[config.mk]
export PLATFORM = sky130hd
export DESIGN_NAME = pool_top
export DESIGN_NICKNAME = d
export VERILOG_FILES = /design/src/source/pool_pkg.sv /design/src/source/pool_cmd_decode.sv /design/src/source/pool_result_sender.sv /design/src/source/pool_top.sv /design/src/source/pool_window_engine.sv
export SDC_FILE = /design/constraint.sdc
export NUM_CORES = 1
export LEC_CHECK = 0
export ABC_AREA = 1
export BUFFER_PORTS_ARGS = -buffer_cell sky130_fd_sc_hd__buf_4
export CORE_UTILIZATION = 40
export CTS_BUF_LIST = sky130_fd_sc_hd__clkbuf_2
export DETAILED_ROUTE_END_ITERATION = 8
export PLACE_DENSITY = 0.64
export SLEW_MARGIN = 20
export SYNTH_ARGS = -nofsm -noshare
export SYNTH_HDL_FRONTEND = slang
export SYNTH_SLANG_ARGS = --single-unit
[constraint.sdc]
create_clock -name clk -period 11.7 [get_ports clk]
set_input_delay 0 -clock clk [delete_from_list [all_inputs] [get_ports clk]]
set_output_delay 0 -clock clk [all_outputs]
set_load 0.02 [all_outputs]
[src/source/pool_pkg.sv]
`default_nettype none

//////////////////////////////
// shared types for the 2x2 pooling unit
//////////////////////////////

package pool_pkg;

    // pixel format, unsigned only
    localparam int PIX_W = 8;

    typedef logic [PIX_W-1:0] pixel_t;  // one feature map pixel

    //////////////////////////////
    // opcodes and engine states
    //////////////////////////////

    // 2-bit field, codes 2 and 3 are rejected by the decoder
    typedef enum logic [1:0] {
        POOL_MAX = 2'd0,  // largest of the four pixels
        POOL_AVG = 2'd1   // sum of four, shifted right by two
    } pool_op_e;

    typedef enum logic [1:0] {
        IDLE  = 2'd0,  // waiting for start
        RUN   = 2'd1,  // popping pixels, building windows
        FLUSH = 2'd2   // last window pushed, back to idle next
    } eng_state_e;

    //////////////////////////////
    // command, config and result
    //////////////////////////////

    // raw command as it arrives on the command port
    typedef struct packed {
        logic [1:0] op;      // raw opcode, may be invalid
        logic [7:0] width;   // pixels per row
        logic [7:0] height;  // rows in the map
    } pool_cmd_t;

    // checked configuration, held for the whole frame
    typedef struct packed {
        pool_op_e   op;
        logic [6:0] half_w;  // output columns
        logic [6:0] half_h;  // output rows
    } pool_cfg_t;

    // one pooled value toward the consumer
    typedef struct packed {
        pixel_t value;
        logic   last;  // final window of the frame
    } pool_result_t;

endpackage

`default_nettype wire

[src/source/pool_cmd_decode.sv]
`default_nettype none
`timescale 1ns/1ns

module pool_cmd_decode #(
    parameter int MAX_W = 64  // widest row the engine buffer holds
) (
    input  logic                clk,
    input  logic                rst,
    input  logic                cmd_valid,
    input  pool_pkg::pool_cmd_t cmd,
    input  logic                frame_end,
    output logic                cmd_ready,
    output logic                cmd_err,
    output logic                start,
    output pool_pkg::pool_cfg_t cfg,
    output logic                frame_done
);
    import pool_pkg::*;

    logic busy;      // a frame is active
    logic take;      // command handshake this cycle
    logic bad_size;  // odd, zero or too wide
    logic bad_op;    // opcode outside the enum
    logic err_q;     // first stage of the error pulse

    assign cmd_ready = !busy;  // one command slot, no queue
    assign take      = cmd_valid && cmd_ready;

    //////////////////////////////
    // command checks
    //////////////////////////////

    // 2x2 stride 2 needs even sizes on both axes
    assign bad_size = cmd.width[0] || cmd.height[0]
                   || (cmd.width == 8'd0) || (cmd.height == 8'd0)
                   || (int'(cmd.width) > MAX_W);  // partial row would not fit

    assign bad_op = (cmd.op != POOL_MAX) && (cmd.op != POOL_AVG);

    //////////////////////////////
    // busy flag, start and config
    //////////////////////////////

    always_ff @(posedge clk or posedge rst) begin
        if (rst) begin
            busy       <= 1'b0;
            start      <= 1'b0;
            err_q      <= 1'b0;
            cmd_err    <= 1'b0;
            frame_done <= 1'b0;
            cfg        <= '{op: POOL_MAX, half_w: 7'd0, half_h: 7'd0};
        end else begin
            start      <= 1'b0;  // single cycle pulses by default
            err_q      <= 1'b0;
            cmd_err    <= err_q;  // error shows two cycles after acceptance
            frame_done <= frame_end;  // one more register after the engine
            if (take) begin
                if (bad_size || bad_op) begin
                    err_q <= 1'b1;  // nothing starts, slot stays free
                end else begin
                    busy       <= 1'b1;
                    start      <= 1'b1;
                    cfg.op     <= pool_op_e'(cmd.op);
                    cfg.half_w <= cmd.width[7:1];   // output columns
                    cfg.half_h <= cmd.height[7:1];  // output rows
                end
            end else if (frame_end) begin
                busy <= 1'b0;  // engine finished the last window
            end
        end
    end

    // the engine only ends a frame that this decoder started
    frame_end_in_busy_a: assert property (
        @(posedge clk) disable iff (rst) frame_end |-> busy
    ) else $error("frame_end seen with no active frame");

endmodule

`default_nettype wire

[src/source/pool_result_sender.sv]
`default_nettype none
`timescale 1ns/1ns

module pool_result_sender #(
    parameter int OUT_DEPTH   = 4,  // result FIFO entries
    parameter int OUT_CREDITS = 4   // results the consumer can absorb
) (
    input  logic                   clk,
    input  logic                   rst,
    input  logic                   res_push,
    input  pool_pkg::pool_result_t res_in,
    input  logic                   res_credit,
    output logic                   room,
    output logic                   res_valid,
    output pool_pkg::pool_result_t res
);
    import pool_pkg::*;

    localparam int PTR_W = (OUT_DEPTH > 1) ? $clog2(OUT_DEPTH) : 1;
    localparam int CNT_W = $clog2(OUT_DEPTH + 1);
    localparam int CRD_W = $clog2(OUT_CREDITS + 2);  // one spare value so overflow shows

    pool_result_t     res_mem [OUT_DEPTH];
    logic [PTR_W-1:0] wr_ptr;
    logic [PTR_W-1:0] rd_ptr;
    logic [CNT_W-1:0] fill;
    logic [CRD_W-1:0] credits;  // results the consumer still accepts

    //////////////////////////////
    // result FIFO
    //////////////////////////////

    // two free slots, one more result may sit in the engine register
    assign room = (int'(fill) + 2 <= OUT_DEPTH);

    always_ff @(posedge clk) begin
        if (res_push) res_mem[wr_ptr] <= res_in;
    end

    assign res       = res_mem[rd_ptr];
    assign res_valid = (fill != '0) && (credits != '0);  // each beat spends a credit

    always_ff @(posedge clk or posedge rst) begin
        if (rst) begin
            wr_ptr <= '0;
            rd_ptr <= '0;
            fill   <= '0;
        end else begin
            if (res_push) begin
                wr_ptr <= (wr_ptr == PTR_W'(OUT_DEPTH - 1)) ? '0 : wr_ptr + 1'b1;
            end
            if (res_valid) begin
                rd_ptr <= (rd_ptr == PTR_W'(OUT_DEPTH - 1)) ? '0 : rd_ptr + 1'b1;
            end
            fill <= fill + CNT_W'(res_push) - CNT_W'(res_valid);
        end
    end

    //////////////////////////////
    // output credits
    //////////////////////////////

    always_ff @(posedge clk or posedge rst) begin
        if (rst) begin
            credits <= CRD_W'(OUT_CREDITS);  // consumer starts empty
        end else begin
            case ({res_credit, res_valid})
                2'b10:   credits <= credits + 1'b1;  // returned, nothing sent
                2'b01:   credits <= credits - 1'b1;  // sent, nothing returned
                default: credits <= credits;         // both or neither
            endcase
        end
    end

    // the consumer never returns more than it was given
    credit_bound_a: assert property (
        @(posedge clk) disable iff (rst) credits <= CRD_W'(OUT_CREDITS)
    ) else $error("output credit count above the consumer capacity");

    // room drops early enough that the engine never pushes into a full FIFO
    no_push_when_full_a: assert property (
        @(posedge clk) disable iff (rst) res_push |-> (fill != CNT_W'(OUT_DEPTH))
    ) else $error("result pushed into a full result FIFO");

endmodule

`default_nettype wire

[src/source/pool_top.sv]
`default_nettype none
`timescale 1ns/1ns

module pool_top #(
    parameter int MAX_W       = 64,
    parameter int IN_DEPTH    = 8,  // also the source credit count
    parameter int OUT_DEPTH   = 4,
    parameter int OUT_CREDITS = 4
) (
    input  logic                   clk,
    input  logic                   rst,
    input  logic                   cmd_valid,
    input  pool_pkg::pool_cmd_t    cmd,
    input  logic                   pix_valid,
    input  pool_pkg::pixel_t       pix,
    input  logic                   res_credit,
    output logic                   cmd_ready,
    output logic                   cmd_err,
    output logic                   pix_credit,
    output logic                   res_valid,
    output pool_pkg::pool_result_t res,
    output logic                   frame_done
);
    import pool_pkg::*;

    logic         start;      // decode to engine
    pool_cfg_t    cfg;        // held for the frame
    logic         frame_end;  // engine back to decode
    logic         room;       // sender can take two more
    logic         res_push;
    pool_result_t eng_res;

    // command check and busy tracking
    pool_cmd_decode #(.MAX_W(MAX_W)) decode_i (
        .clk, .rst, .cmd_valid, .cmd, .frame_end,
        .cmd_ready, .cmd_err, .start, .cfg, .frame_done
    );

    // input FIFO and window math
    pool_window_engine #(.MAX_W(MAX_W), .IN_DEPTH(IN_DEPTH)) engine_i (
        .clk, .rst, .start, .cfg, .pix_valid, .pix, .room,
        .pix_credit, .res_push, .res(eng_res), .frame_end
    );

    // result FIFO toward the consumer
    pool_result_sender #(.OUT_DEPTH(OUT_DEPTH), .OUT_CREDITS(OUT_CREDITS)) sender_i (
        .clk, .rst, .res_push, .res_in(eng_res), .res_credit,
        .room, .res_valid, .res
    );

endmodule

`default_nettype wire

[src/source/pool_window_engine.sv]
`default_nettype none
`timescale 1ns/1ns

module pool_window_engine #(
    parameter int MAX_W    = 64,  // sizes the partial row buffer
    parameter int IN_DEPTH = 8    // input FIFO depth, equals source credits
) (
    input  logic                   clk,
    input  logic                   rst,
    input  logic                   start,
    input  pool_pkg::pool_cfg_t    cfg,
    input  logic                   pix_valid,
    input  pool_pkg::pixel_t       pix,
    input  logic                   room,
    output logic                   pix_credit,
    output logic                   res_push,
    output pool_pkg::pool_result_t res,
    output logic                   frame_end
);
    import pool_pkg::*;

    localparam int PTR_W = (IN_DEPTH > 1) ? $clog2(IN_DEPTH) : 1;
    localparam int CNT_W = $clog2(IN_DEPTH + 1);
    localparam int BUF_N = MAX_W / 2;  // one partial per output column
    localparam int BUF_A = (BUF_N > 1) ? $clog2(BUF_N) : 1;

    // input FIFO
    pixel_t           fifo_mem [IN_DEPTH];
    logic [PTR_W-1:0] wr_ptr;
    logic [PTR_W-1:0] rd_ptr;
    logic [CNT_W-1:0] fill;
    pixel_t           head;  // oldest pixel
    logic             pop;

    // window state
    eng_state_e       state;
    logic             x_odd;     // second pixel of a pair
    logic             row_odd;   // bottom row of a window
    logic [6:0]       pair_col;  // output column
    logic [6:0]       row_pair;  // output row
    pixel_t           left_pix;  // first pixel of the current pair
    logic [PIX_W:0]   row_buf [BUF_N];  // partials of the top row
    logic [BUF_A-1:0] buf_idx;
    logic [PIX_W:0]   pair_part;  // max or 9-bit sum of the pair
    logic [PIX_W:0]   stored;     // partial from the row above
    logic [PIX_W+1:0] avg_sum;    // all four pixels
    pixel_t           pair_max;
    pixel_t           pooled;
    logic             last_col;
    logic             last_row;
    logic             last_win;

    //////////////////////////////
    // input FIFO, credit backed
    //////////////////////////////

    assign head = fifo_mem[rd_ptr];
    assign pop  = (state == RUN) && (fill != '0) && room;  // stall on full result FIFO

    always_ff @(posedge clk) begin
        if (pix_valid) fifo_mem[wr_ptr] <= pix;  // no ready, credits guarantee space
    end

    always_ff @(posedge clk or posedge rst) begin
        if (rst) begin
            wr_ptr     <= '0;
            rd_ptr     <= '0;
            fill       <= '0;
            pix_credit <= 1'b0;
        end else begin
            if (pix_valid) begin
                wr_ptr <= (wr_ptr == PTR_W'(IN_DEPTH - 1)) ? '0 : wr_ptr + 1'b1;
            end
            if (pop) begin
                rd_ptr <= (rd_ptr == PTR_W'(IN_DEPTH - 1)) ? '0 : rd_ptr + 1'b1;
            end
            fill       <= fill + CNT_W'(pix_valid) - CNT_W'(pop);
            pix_credit <= pop;  // credit goes back the cycle after the pop
        end
    end

    //////////////////////////////
    // window arithmetic
    //////////////////////////////

    assign buf_idx  = pair_col[BUF_A-1:0];
    assign stored   = row_buf[buf_idx];
    assign pair_max = (head > left_pix) ? head : left_pix;

    // top row keeps the max for max mode, the full sum for average mode
    assign pair_part = (cfg.op == POOL_AVG) ? ({1'b0, head} + {1'b0, left_pix})
                                            : {1'b0, pair_max};
    assign avg_sum   = {1'b0, stored} + {1'b0, pair_part};

    always_comb begin
        if (cfg.op == POOL_AVG) begin
            pooled = avg_sum[PIX_W+1:2];  // divide by four, truncating
        end else begin
            pooled = (stored[PIX_W-1:0] > pair_max) ? stored[PIX_W-1:0] : pair_max;
        end
    end

    assign last_col = (pair_col == cfg.half_w - 7'd1);
    assign last_row = (row_pair == cfg.half_h - 7'd1);
    assign last_win = x_odd && row_odd && last_col && last_row;  // bottom right of frame

    // pair and partial registers
    always_ff @(posedge clk) begin
        if (pop && !x_odd) left_pix <= head;
        if (pop && x_odd && !row_odd) row_buf[buf_idx] <= pair_part;
        if (pop && x_odd && row_odd) begin
            res.value <= pooled;
            res.last  <= last_win;
        end
    end

    //////////////////////////////
    // FSM and counters
    //////////////////////////////

    always_ff @(posedge clk or posedge rst) begin
        if (rst) begin
            state     <= IDLE;
            x_odd     <= 1'b0;
            row_odd   <= 1'b0;
            pair_col  <= '0;
            row_pair  <= '0;
            res_push  <= 1'b0;
            frame_end <= 1'b0;
        end else begin
            res_push  <= pop && x_odd && row_odd;  // one cycle after bottom-right pop
            frame_end <= pop && last_win;
            case (state)
                IDLE: begin
                    if (start) begin
                        state    <= RUN;
                        x_odd    <= 1'b0;
                        row_odd  <= 1'b0;
                        pair_col <= '0;
                        row_pair <= '0;
                    end
                end
                RUN: begin
                    if (pop) begin
                        x_odd <= !x_odd;
                        if (x_odd) begin
                            if (last_col) begin  // end of an input row
                                pair_col <= '0;
                                row_odd  <= !row_odd;
                                if (row_odd) row_pair <= row_pair + 7'd1;
                            end else begin
                                pair_col <= pair_col + 7'd1;
                            end
                        end
                        if (last_win) state <= FLUSH;
                    end
                end
                FLUSH:   state <= IDLE;  // last result and frame_end leave here
                default: state <= IDLE;
            endcase
        end
    end

    // source spends a credit per pixel, so a full FIFO never sees a write
    in_fifo_no_overflow_a: assert property (
        @(posedge clk) disable iff (rst) pix_valid |-> (fill != CNT_W'(IN_DEPTH))
    ) else $error("pixel written into a full input FIFO");

    // decoder holds busy until frame_end, so a start only finds the engine idle
    start_when_idle_a: assert property (
        @(posedge clk) disable iff (rst) start |-> (state == IDLE)
    ) else $error("start while a frame is still running");

endmodule

`default_nettype wire

=== After elaboration in Yosys (flattened, before gate mapping) ===
Memory sizes are Yosys's and may differ from the RTL's.
Index checks and enable logic that the tools add are counted.

* Word-level logic and storage cells: 150
* Bits in writable memories: 388
* Input bits: 31
* Bits in registers: 79
* Output and inout bits: 14
* Memories: 3

{| class="wikitable"
|+ Memory list
! name !! depth !! bits a word !! rd ports !! clocked after Yosys merged registers in !! wr ports !! line !! RTL
|-
| engine_i.row_buf || 32 || 9 || 1 || 0 || 1 || pool_window_engine.sv:42 || <nowiki>logic [PIX_W:0] row_buf [BUF_N];</nowiki>
|-
| engine_i.fifo_mem || 8 || 8 || 1 || 0 || 1 || pool_window_engine.sv:28 || <nowiki>pixel_t fifo_mem [IN_DEPTH];</nowiki>
|-
| sender_i.res_mem || 4 || 9 || 1 || 0 || 1 || pool_result_sender.sv:23 || <nowiki>pool_result_t res_mem [OUT_DEPTH];</nowiki>
|}

* Muxes and demuxes: 43
* Magnitude comparators: 4
* Bitwise operators: 1
* Add/sub/neg operators: 17
* Reduce and logical (&&, ||, !) cells: 38
* Eq/ne operators: 18

{| class="wikitable"
|+ Operators with widths
! kind !! number
|-
| 7-bit two-way mux || 8
|-
| 32-bit by 4-bit <= comparator with 1-bit output (second input constant) || 1
|-
| 7-bit case mux with 2 select lines || 2
|-
| 8-bit two-way mux || 3
|-
| 1-bit two-way mux || 18
|-
| 8-bit greater-than comparator || 2
|-
| 8-bit logical NOT || 2
|-
| 7-bit by 1-bit adder with 7-bit output (second input constant) || 2
|-
| 7-bit == test || 2
|-
| 7-bit by 1-bit subtractor with 7-bit output (second input constant) || 2
|-
| 1-bit logical AND || 13
|-
| 2-bit by 1-bit != test with 1-bit output (second input constant) || 6
|-
| 9-bit by 9-bit adder with 10-bit output || 1
|-
| 2-bit two-way mux || 5
|-
| 3-bit by 1-bit adder with 3-bit output (second input constant) || 3
|-
| 8-bit by 8-bit adder with 9-bit output || 1
|-
| 9-bit two-way mux || 1
|-
| 8-bit by 7-bit greater-than comparator with 1-bit output (second input constant) || 1
|-
| 2-bit nonzero test || 4
|-
| 2-bit by 1-bit == test with 1-bit output (second input constant) || 3
|-
| 2-bit == test (second input constant) || 3
|-
| 3-bit == test (second input constant) || 2
|-
| 3-bit two-way mux || 2
|-
| 3-bit case mux with 2 select lines || 1
|-
| 21 further kinds || 33
|}

=== Logic depth before layout (Yosys ltp) ===
Gate-level depths: netlist (run 1).

* Word-level depth: 7
* Gate-level depth with buffers: 33
* Gate-level depth less buffers: 33

=== Cells and area by module ===
From an unflattened synthesis (run 1), not the netlist that was laid out.

* Cells, all modules: 1924
* Area total of the unflattened synthesis: 21167.8 um2

{| class="wikitable"
|+ Modules (own cells, without submodules)
! module !! area each (um2) !! instances !! seq. area each (um2) !! cells each
|-
| pool_window_engine || 18147.4 || 1 || 11856.4 || 1644
|-
| pool_result_sender || 2103.3 || 1 || 1332.5 || 176
|-
| pool_cmd_decode || 917.1 || 1 || 525.5 || 104
|}

=== Least setup slack after synthesis (run 1) ===
No wires, ideal clock.

* Path type: flip-flop to flip-flop
* Start point: register engine_i.rd_ptr[0]
* End point: register engine_i.res[7] (netlist name) (data pin)
* Setup time: 257 ps
* Path slack: 6520 ps
* Required time: 11443 ps
* Path buffers: 2
* Period minus slack after synthesis: 5180 ps
* Stages on the path, launching flop included: 21
* Data arrival time: 4924 ps
* Path through: dfrtp_1 inv_2 buf_6 clkbuf_1 nor2_1 o221ai_1 o21ai_1 inv_1 ha_1 o31ai_1 a21oi_1 o21ai_0 nor2_1 o31ai_1 ha_1 a21oi_1 o21bai_1 a21oi_1 nand3_1 nand3_1 nand2_1

* Longest elaborated chain between the ends: 6
* Elaborated cells between the ends (all ways): 9
* Classes of those cells: 2 x add/sub; 2 x order compare; 4 x mux; 1 x memory

{| class="wikitable"
|+ Ends and longest elaborated chain
! what !! line !! RTL
|-
| from (decl) || pool_window_engine.sv:30 || <nowiki>logic [PTR_W-1:0] rd_ptr;</nowiki>
|-
| from (signal assigned) || pool_window_engine.sv:75 || <nowiki>rd_ptr <= (rd_ptr == PTR_W'(IN_DEPTH - 1)) ? '0 : rd_ptr + 1'b1;</nowiki>
|-
| memory read 8 x 8 bit (*) || - ||
|-
| via engine_i.head[1] || pool_window_engine.sv:32 || <nowiki>pixel_t head;</nowiki>
|-
| 8-bit greater-than comparator || pool_window_engine.sv:88 || <nowiki>assign pair_max = (head > left_pix) ? head : left_pix;</nowiki>
|-
| 8-bit two-way mux || pool_window_engine.sv:88 ||
|-
| 9-bit two-way mux (*) || pool_window_engine.sv:91 || <nowiki>assign pair_part = (cfg.op == POOL_AVG) ? ({1'b0, head} + {1'b0, left_pix})</nowiki>
|-
| via engine_i.pair_part[5] || pool_window_engine.sv:44 || <nowiki>logic [PIX_W:0] pair_part;</nowiki>
|-
| 9-bit by 9-bit adder with 10-bit output (*) || pool_window_engine.sv:93 || <nowiki>assign avg_sum = {1'b0, stored} + {1'b0, pair_part};</nowiki>
|-
| 8-bit two-way mux (*) || pool_window_engine.sv:96 || <nowiki>if (cfg.op == POOL_AVG) begin</nowiki>
|-
| via engine_i.pooled[6] || pool_window_engine.sv:48 || <nowiki>pixel_t pooled;</nowiki>
|-
| to (decl) || pool_window_engine.sv:17 || <nowiki>output pool_pkg::pool_result_t res,</nowiki>
|}

Mark *: on every way through the listed nets, which the timed path passes. The rest lies on a longest branch.
A chain may end at the register's enable or synchronous reset.

=== Final worst setup path (run 1) ===
Ends and elaborated chain as after synthesis.

==> metrics.cfg, run 1 <==
[outcome]
status=complete, no violations

[clock_network]
cts_buffer_depth=3
cts_root_buf=clkbuf_2
htreeDepth=3
cts_resized=0
path_clk_slew_ps=100
cts_tree=yes
clkSinkCount=467
clock_latency_ps=1090
cts_buffers=113

[logic_synthesis]
synth-simple-area-share_pct=13.7
yosysUniqueCellTypes=49
ys_warn_count=0
synth_seq_cells=467
synth_ff_type=edfxtp_1
synth_xor_area_share_pct=1.31
syn_area_um2=20700
synth_top_family_by_area=simple AND/OR/NAND/NOR gates
seq_area_frac_synth_pct=66.1
async_reset_ff_share_pct=13.3
synthMuxAreaShare_pct=0.0483
synth_nets=1960
synth-compound-area-share_pct=9.98
synth_edf_count=405
synthAdderAreaFrac_pct=4.01
synth_area_per_cell_um2=11.1
postSynthCellCount=1865

[timing]
worst_slack_ps=6610
worst_slew_pin_slew_ps=1090
rsz0062_at_grt=no
relSlewSlack_pct=27.0
period_minus_slack_ps=5090
hold_viol_final=0
fmax_mhz=196
final.setup_skew_ps=67.8
slew_violations=0
setup-violations-final=0
fin_setup_tns_ps=0
finalCritPeriodShare_pct=43.5

[grt]
antenna_found_initial=3
grt_pass1_vias=14400
grt_pass1_wl_um=77000
overflow=0
grt.total_usage_pct=18.7
grt_max_degree=78

[pwr]
p_seq_share_pct=57.6
p_clk_share_pct=33.8
switching_power_uw=859
p_leak_uw=0.00925
internal_power_uw=2440
pwr-share-comb_pct=8.7
power_density_nw_per_um2=140
swShare_pct=26.0
vdd_drop_max_v=0.0000650
p_total_uw=3300

[cells_and_area]
syn_to_final_growth_pct=13.4
mostFrequentLayoutCell=edfxtp_1
final_cell_mix=405 x edfxtp_1, 312 x nand2_1, 273 x nor2_1
nNetsFinal=2132
drive_gt1_share_pct=13.3

[die]
ios=45
placementRows=83
fp.dieArea_um2=52800
core_um2=51300
start_util_pct=40.4
die_h_um=230
die_w_um=230

[setup_path]
cp_max_fo=34
setup.worst_path.start=engine_i.rd_ptr[0]
worst-path-stages=24
rr_startpoint=engine_i.rd_ptr[0]
cp.arrival_ps=5890
reg2reg_slack_ps=6610
critPathCapture=engine_i.res[7]
crit_family=compound AO/OA/AOI/OAI gates
cpPeakStageDelay_ps=780
r2r-end=engine_i.res[7]
cp_slowest_cell=mux2i_4
critPathKind=reg -> reg
cp_num_buf_inv=5
endpoint_kind=flip-flop
cp-start-kind=flip-flop
r2r_cells=24
cp_cell_sequence=buf_4, inv_2, o21ai_0, o22ai_1, o21ai_1, inv_1, ha_1, o31ai_1, a21oi_1, o21ai_0, nand2_1, inv_1, o21ai_0, nand2_1, xor2_1, mux2i_4, ha_1, inv_1, nor3_1, nand2_1, nand2_1, nand2_1, nand3_1, nand2_1
cpMostUsedCell=nand2_1
worst-endpoint-required_ps=12500

[place]
hpwl_um=29900
place_congestion=0.888
pre_cts_ws_ps=6470
io_buffers=44

[detailed_routing]
routed_wl_um=48700
drtIter0Drc=1113
drc=0
first_pass_iters=5
wl_met3_um=3150
wl_per_cell_um=17.3
antenna_left=0
wl_met1_um=20500
top_layer=met5
dr_wl_met2_um=23600
vias_per_cell=5.11
vias=14400

[run]
cap_violations=0

[worst_hold_path]
hold_start=cmd[16]
hp-class=in -> reg

==> metrics by stage <==
| stage | instances | area (um2) | hold WS, ps | utilization (%) |
|---|---|---|---|---|
| finish | 2817 | 23500 | 263 | 45.8 |
| global route | 2817 | 23500 | 234 | 45.8 |
| CTS | 2815 | 23500 | 86.8 | 45.8 |
| detailed placement | 2535 | 21700 | 231 | 42.3 |
| global placement | 2535 | 21700 | 219 | 42.3 |
| floorplan | 1865 | 20700 | 96.4 | - |
==> worst min-delay path by stage <==
| stage | to | slack, ps | cells after the start |
|---|---|---|---|
| after floorplan | engine_i.wr_ptr[0] | 100 | 1 |
| after global placement | decode_i.cfg[5] | 220 | 3 |
| after detailed placement | decode_i.cfg[5] | 230 | 3 |
| after CTS | decode_i.busy | 90 | 4 |
| after global routing | decode_i.cfg[8] | 230 | 5 |
| final | decode_i.cfg[14] | 260 | 5 |
==> power by group through the flow <==
stage | Sequential [uW] | Clock, uW | Combinational, uW
floorplan | 1930 | 0 | 177
global placement | 1940 | 0 | 262
detailed placement | 1940 | 0 | 271
global route | 1900 | 1230 | 327
CTS | 1900 | 1150 | 286
finish | 1900 | 1110 | 286
==> repair_timing <==
item	4_1_cts	5_1_grt
hold buffers	66	0
endpoints found under the hold margin	219	0
setup buffers	0	0
==> cell families (layout without fill, tap and decap cells) <==
kind of cell / Yosys count / after routing
muxes: 1 / 1
xor gates and xnor gates: 31 / 31
adders and majority gates: 64 / 64
buffers and inverters: 239 / 510
DFF: 467 / 467
AOI/OAI and AO/OA: 370 / 370
and+or+nand+nor: 693 / 693
other: 0 / 1
==> synth_stat cells, types with 2 or more instances <==
library cell    n  area, um2
nand4_1         7       43.8
nand3_2         4       40.0
buf_6           7       78.8
buf_2          28        140
dfrtp_1        61       1530
o31ai_1         4       30.0
a22o_1          5       43.8
nor3_2          4       40.0
inv_1         159        597
o22ai_1        66        413
or2_2           2       12.5
nand3_1        59        295
a22oi_1         4       30.0
o21ai_0       207       1040
a221oi_1        8       70.1
o21ai_1        14       70.1
nor2_2          6       37.5
nor4_1          4       25.0
o21a_1          3       22.5
ha_1           60        751
a21oi_1        42        210
fa_1            4       80.1
a21o_1          2       15.0
nor3_1         13       65.1
buf_4           5       37.5
edfxtp_1      405      12200
nand2_2         5       31.3
a32oi_1         4       35.0
nand2_1       312       1170
o211ai_1        4       30.0
clkbuf_1       29        109
nor3_4          2       32.5
xnor2_1        14        123
inv_2           9       33.8
xor2_1         17        149
nor2_1        273       1020
==> sequential cells by signal, indices dropped and copies added (netlist names), 2 cells and up <==
signal and cells:
engine_i.row_buf 288, engine_i.fifo_mem 64, sender_i.res_mem 36, decode_i.cfg 16
engine_i.res 9, engine_i.left_pix 8, engine_i.pair_col 7, engine_i.row_pair 7
engine_i.fill 4, engine_i.rd_ptr 3, engine_i.wr_ptr 3, sender_i.credits 3
sender_i.fill 3, engine_i.state 2, sender_i.rd_ptr 2, sender_i.wr_ptr 2
==> routing by layer <==
| metal | vias to the layer above | GRT usage (%) |
|---|---|---|
| li1 | 6910 | - |
| met3 | 114 | 3.48 |
| met1 | 6883 | 23.4 |
| met4 | 2 | 8.57 |
| met5 | - | 0 |
| met2 | 492 | 31.5 |
==> worst min-delay path: cells and delay by family <==
| kind | cells | cell delay, ps |
|---|---|---|
| buffers and inverters | 3 | 1160 |
| and+or+nand+nor | 1 | 60 |
| AOI/OAI and AO/OA | 1 | 70 |
==> area by class of cell <==
cell class / instances / area [um2]
fillers: 4754 / 27800
flip-flops and latches: 467 / 13700
clock buffers: 158 / 791
inverters: 169 / 641
repair buffers: 127 / 1120
clock inverters: 56 / 334
diodes: 1 / 2.50
well taps: 680 / 851
multi-input cells: 1159 / 6060
Note: power is estimated with default switching activity, not from simulation.
==> inputs of run 2 (changes only) <==
==> constraint.sdc (replaced) <==
create_clock -name clk -period 5.25 [get_ports clk]
set_input_delay 0 -clock clk [delete_from_list [all_inputs] [get_ports clk]]
set_output_delay 0 -clock clk [all_outputs]
set_load 0.02 [all_outputs]
==> metrics.cfg, run 2 (synthesized netlist as in run 1, its figures left out) <==
[detailed_routing]
vias_per_cell=5.13  ; +0.37%
first_pass_iters=5  ; unchanged
drc=0  ; unchanged
drtIter0Drc=1143  ; +2.7%
vias=14500  ; +0.41%
wl_per_cell_um=17.6  ; +1.8%
antenna_left=0  ; unchanged
routed_wl_um=49500  ; +1.8%

[die]
fp.dieArea_um2=52800  ; unchanged
start_util_pct=40.4  ; unchanged
core_um2=51300  ; unchanged
die_h_um=230  ; unchanged
die_w_um=230  ; unchanged
ios=45  ; unchanged
placementRows=83  ; unchanged

[cells_and_area]
final_util_pct=45.8  ; -0.071 points
fillCellCount=4708  ; -0.97%
nNetsFinal=2136  ; +0.19%
register_area_um2=13700  ; about the same
layout.cells.non_filler=2818  ; +0.035%
syn_to_final_growth_pct=13.2
largest-register=engine_i.row_buf
largest_reg_flops=288  ; unchanged
drive_gt1_share_pct=13.4  ; +0.11 points
multiInputGateArea_um2=6090  ; +0.45%
mostFrequentLayoutCell=edfxtp_1
final_area_um2=23500  ; -0.15%
final_cell_mix=405 x edfxtp_1, 312 x nand2_1, 272 x nor2_1
reg.largest.list=engine_i.row_buf: 288 flops, engine_i.fifo_mem: 64 flops, sender_i.res_mem: 36 flops

[setup_path]
critPathKind=reg -> reg
reg2reg_slack_ps=480  ; -6130 ps
cp.arrival_ps=5630  ; -260 ps
cp_max_fo=22  ; -35%
r2r_cells=27  ; +13%
cp-start-kind=flip-flop
worst-endpoint-required_ps=6110  ; -6390 ps
setup.worst_path.start=engine_i.rd_ptr[0]
r2r-end=engine_i.res[8]
endpoint_kind=flip-flop
rr_startpoint=engine_i.rd_ptr[0]

[timing]
slew_violations=0  ; unchanged
setup-violations-final=0  ; unchanged
relSlewSlack_pct=30.0  ; +3.0 points
final.setup_skew_ps=100  ; +32.5 ps
fin_setup_tns_ps=0  ; unchanged
worst_slew_pin_slew_ps=1050  ; -44.5 ps
hold_viol_final=0  ; unchanged
period_minus_slack_ps=4770  ; -323 ps
fmax_mhz=210  ; +6.8%
rsz0062_at_grt=no
finalCritPeriodShare_pct=90.8  ; +47 points

[pwr]
vdd_drop_max_v=0.000123  ; +89%
internal_power_uw=5240  ; +110%
p_total_uw=7150  ; +120%
switching_power_uw=1910  ; +120%
power_density_nw_per_um2=304  ; +120%
p_leak_uw=0.00921  ; -0.45%
pwr-share-comb_pct=9.1  ; +0.4 points
swShare_pct=26.7  ; +0.71 points
p_seq_share_pct=59.3  ; +1.7 points
p_clk_share_pct=31.6  ; -2.2 points

[clock_network]
cts_root_buf=clkbuf_2
cts_tree=yes
cts_buffers=109  ; -3.5%
cts_buffer_depth=3  ; unchanged
htreeDepth=3  ; unchanged
post-cts-setup-buffer-count=0  ; unchanged
path_clk_slew_ps=110  ; about the same
clock_latency_ps=1140  ; +50 ps
clkSinkCount=467  ; unchanged

[place]
dp.cells=2543  ; +0.32%
placed_cell_area_um2=21800  ; +0.39%
io_buffers=44  ; unchanged
place_congestion=0.872  ; -1.8%
hpwl_um=29700  ; -0.57%

[grt]
grt.total_usage_pct=18.7  ; about the same
grt_pass1_vias=14300  ; -1.0%
overflow=0  ; unchanged
antenna_found_initial=2  ; -1
grt_max_degree=148  ; +90%
grt_pass1_wl_um=77100  ; about the same

[worst_hold_path]
hp-class=in -> reg
hold_start=pix_valid
min_to=engine_i.fifo_mem[1][6]
min_path_cells=4  ; -1

[run]
cap_violations=0  ; unchanged

[outcome]
status=complete, no violations

run 2: cell count changes in the layout (fill, tap and decap cells not counted), sizes merged:
cell	change
bufinv	-4
clkinv	-9
mux2i	+1
clkbuf	+2
buf	+7
diode	+4
run 2: worst max path at each step:
stage          cells after the start         endpoint
2_1_floorplan                     20  engine_i.res[7]
3_5_place_dp                      23  engine_i.res[7]
5_1_grt                           27  engine_i.res[2]
6_report                          27  engine_i.res[8]
4_1_cts                           23  engine_i.res[7]
3_3_place_gp                      23  engine_i.res[7]
run 2: cell type report:
class	instances	area share [%]
clock buffer	160	3.41
clock inverter	43	0.746
inverter	169	2.73
multi-input combinational	1160	25.9
tap	680	3.62
timing repair buffer	134	5.09
sequential	467	58.4
antenna	5	0.0533
run 2: power groups by stage:
stage / clock network, uW / logic (uW) / registers (uW)
floorplan: 0 / 394 / 4310
global placement: 0 / 590 / 4320
detailed placement: 0 / 611 / 4320
CTS: 2320 / 644 / 4240
global route: 2490 / 738 / 4240
finish: 2260 / 651 / 4240
run 2: routing by layer:
| layer | wire (um) | part of all wire, % | global-route usage [%] |
|---|---|---|---|
| met5 | 0 | 0 | 0 |
| met4 | 1280 | 2.6 | 7.55 |
| met3 | 3190 | 6.4 | 3.35 |
| met2 | 24000 | 49 | 31.4 |
| met1 | 21000 | 42 | 23.9 |
run 2: timing repair:
item,CTS,global route
hold endpoints to repair,218,0
hold buffers,66,0
gates resized for setup,0,4
setup endpoints to repair,0,6
run 2: worst max-delay path, stage by stage, from the launching register on:
cell and delay, ps:
dfrtp_2 480, inv_2 180, buf_4 230, o21ai_0 160
o22ai_1 90, nand2_1 80, nand2_1 140, ha_1 430
nand2_1 100, nor2_1 160, nand4_1 190, nand2_2 200
inv_2 120, nand2_1 90, o21a_1 140, inv_1 60
ha_1 290, inv_1 40, nor2_1 80, nor2_1 50
o21ai_0 200, nand2_1 80, o211ai_1 90, nand2_1 220
inv_1 250, o21ai_0 120, a21oi_1 220, a21oi_1 60
run 2: per-stage QoR:
stage,worst slack [ps],hold slack [ps]
after CTS,302,1.74
after detailed placement,264,217
after global routing,6.10,123
after global placement,465,217
final,481,114
after floorplan,69.6,96.4
==> inputs of run 3 (changes only) <==
--- a/config.mk
+++ b/config.mk
@@ -14,4 +14,5 @@
 export SLEW_MARGIN = 20
 export SYNTH_ARGS = -nofsm -noshare
 export SYNTH_HDL_FRONTEND = slang
+export SYNTH_HIERARCHICAL = 1
 export SYNTH_SLANG_ARGS = --single-unit
==> metrics.cfg, run 3 <==
[outcome]
status=complete, no violations

[clock_network]
cts_resized=0  ; unchanged
cts_buffer_depth=3  ; unchanged
path_clk_slew_ps=100  ; about the same
post-cts-setup-buffer-count=0  ; unchanged
htreeDepth=3  ; unchanged
clock_latency_ps=1080  ; -60 ps
cts_root_buf=clkbuf_2
cts_hold_buf=90  ; +36%
cts_tree=yes
clkSinkCount=467  ; unchanged
cts_buffers=110  ; +0.92%

[die]
ios=45  ; unchanged
die_w_um=232  ; +1.0%
start_util_pct=40.8  ; +0.41 points
core_um2=51800  ; +1.0%
fp.dieArea_um2=53800  ; +2.0%
placementRows=83  ; unchanged
die_h_um=232  ; +1.0%

[timing]
final.setup_skew_ps=84.3  ; -16.0 ps
slew_violations=0  ; unchanged
fmax_mhz=207  ; -1.2%
fin_setup_tns_ps=0  ; unchanged
rsz0062_at_grt=no
finalCritPeriodShare_pct=92.0  ; +1.1 points
worst_slew_pin_slew_ps=1140  ; +95.5 ps
hold_viol_final=0  ; unchanged
setup-violations-final=0  ; unchanged
relSlewSlack_pct=23.8  ; -6.2 points
period_minus_slack_ps=4830  ; +59.8 ps

[place]
hpwl_um=30900  ; +3.9%
io_buffers=44  ; unchanged
dp.cells=2606  ; +2.5%
placed_cell_area_um2=22200  ; +1.7%
place_congestion=0.878  ; +0.67%

[cells_and_area]
drive_gt1_share_pct=15.0  ; +1.6 points
syn_to_final_growth_pct=14.5
layout.cells.non_filler=2898  ; +2.8%
nNetsFinal=2220  ; +3.9%
final_area_um2=24200  ; +3.2%
largest-register=engine_i/row_buf
mostFrequentLayoutCell=edfxtp_1
final_util_pct=46.8  ; +1.0 points
reg.largest.list=engine_i/row_buf: 288 flops, engine_i/fifo_mem: 64 flops, sender_i/res_mem: 36 flops
final_cell_mix=405 x edfxtp_1, 379 x nand2_1, 253 x nor2_1
largest_reg_flops=288  ; unchanged

[detailed_routing]
antenna_left=0  ; unchanged
vias=14900  ; +3.0%
vias_per_cell=5.14  ; +0.16%
wl_per_cell_um=17.5  ; -0.30%
routed_wl_um=50800  ; +2.5%
drtIter0Drc=1288  ; +13%
drc=0  ; unchanged
first_pass_iters=5  ; unchanged

[setup_path]
critPathKind=reg -> reg
cp-start-kind=flip-flop
endpoint_kind=flip-flop
crit_family=compound AO/OA/AOI/OAI gates
r2r_cells=21  ; -22%
reg2reg_slack_ps=420  ; -60 ps
cpPeakStageDelay_ps=510  ; +30 ps
cpMostUsedCell=nand2_1
cp_num_buf_inv=3  ; -3
cp.arrival_ps=5620  ; about the same
rr_startpoint=engine_i/rd_ptr[0]
cp_cell_sequence=buf_4, o21ai_0, o22ai_1, o21ai_1, inv_1, ha_1, o31ai_1, a21oi_1, o21bai_1, a21oi_1, o21ai_0, xor2_1, mux2i_4, buf_16, ha_1, nand2_1, nor2_1, a211oi_1, nand3_1, nand2_1, nand2_1
cp_max_fo=34  ; +55%
worst-endpoint-required_ps=6040  ; -70 ps
cp_slowest_cell=mux2i_4
r2r-end=engine_i/res[8]

[logic_synthesis]
synth_seq_cells=467  ; unchanged
synth_ff_type=edfxtp_1
synth_area_per_cell_um2=11.0  ; -1.1%
yosysMostFrequentCell=edfxtp_1
yosysTopAreaCell=edfxtp_1
yosys-top-cells-area=edfxtp_1 57%, dfrtp_1 7.2%, nand2_1 6.7%
syn_area_um2=21200  ; +2.0%
async_reset_ff_share_pct=13.3  ; unchanged
synth_edf_count=405  ; unchanged
yosysTopAreaCellShare_pct=57.5  ; -1.2 points
synth_nets=2015  ; +2.8%
seq_area_frac_synth_pct=64.8  ; -1.3 points
synth_common_cells=405 x edfxtp_1, 379 x nand2_1, 253 x nor2_1
ys_warn_count=6  ; +6
postSynthCellCount=1924  ; +3.2%
yosysUniqueCellTypes=53  ; +8.2%

[grt]
grt_pass1_vias=14800  ; +3.5%
top_usage_layer=met2
grt_use_met3_pct=3.28  ; -0.070 points
grt_pass1_wl_um=79800  ; +3.5%
grt_max_degree=146  ; -1.4%
overflow=0  ; unchanged
grt.total_usage_pct=19.2  ; +0.50 points
use_met2_pct=31.6  ; +0.21 points
use_met1_pct=24.5  ; +0.65 points
antenna_found_initial=2  ; unchanged

[worst_hold_path]
min_path_cells=4  ; unchanged
min_to=engine_i/fifo_mem[6][6]
hp-class=in -> reg
hold_start=pix_valid

[run]
cap_violations=0  ; unchanged

[pwr]
vdd_drop_max_v=0.000214  ; +75%
power_density_nw_per_um2=433  ; +42%
p_leak_uw=0.00967  ; +4.9%

==> run 3: report_power, final <==
part | switching (uW) | total, uW | internal, uW
Combinational | 2160 | 3120 | 957
Sequential | 78.5 | 4820 | 4740
Clock | 1420 | 2550 | 1130
Total | 3670 | 10500 | 6830
==> run 3: cell type report <==
type	instances	area [um2]
clock inverter	36	305
inverter	181	682
sequential	467	13700
tap	680	851
fill	4622	27600
timing repair buffer	165	1510
multi-input combinational	1204	6350
antenna	2	5.00
clock buffer	163	816
==> run 3: tightest hold or removal path: cells and delay by family <==
kind	cells	cell delay [ps]
buf+inv	2	670
simple gates	2	320
==> run 3: logic make-up after synthesis <==
kind of cell,Yosys count,synth area share (%)
AND/OR/NAND/NOR,770,15.3
flip-flops,467,64.8
AO/OA/AOI/OAI,342,9.50
buffers and inverters,253,5.36
adder cells (fa/ha/maj),60,3.69
XOR/XNOR,31,1.28
multiplexers,1,0.0473
==> run 3: how the worst max path moves through the flow <==
| stage | startpoint | end | depth (start not counted) |
|---|---|---|---|
| global route | engine_i/rd_ptr[2] | engine_i/res[8] | 20 |
| global placement | engine_i/rd_ptr[0] | engine_i/res[8] | 20 |
| detailed placement | engine_i/rd_ptr[0] | engine_i/res[8] | 20 |
| finish | engine_i/rd_ptr[0] | engine_i/res[8] | 21 |
| CTS | engine_i/rd_ptr[0] | engine_i/res[8] | 20 |
| floorplan | engine_i/rd_ptr[0] | engine_i/res[6] | 25 |
==> run 3: layer usage <==
metal / vias to the layer above / routed length (um)
met5: - / 0
met2: 532 / 24700
met4: 0 / 1600
li1: 7132 / -
met1: 7125 / 21500
met3: 105 / 3010
==> run 3: metrics by stage <==
| step | setup WS (ps) | hold slack, ps | total power (uW) |
|---|---|---|---|
| final | 421 | 146 | 10500 |
| after floorplan | 12.3 | -161 | 6930 |
| after global routing | 49.3 | 115 | 11100 |
| after detailed placement | 177 | 32.2 | 7940 |
| after CTS | 153 | 13.3 | 10500 |
| after global placement | 309 | 22.4 | 7850 |
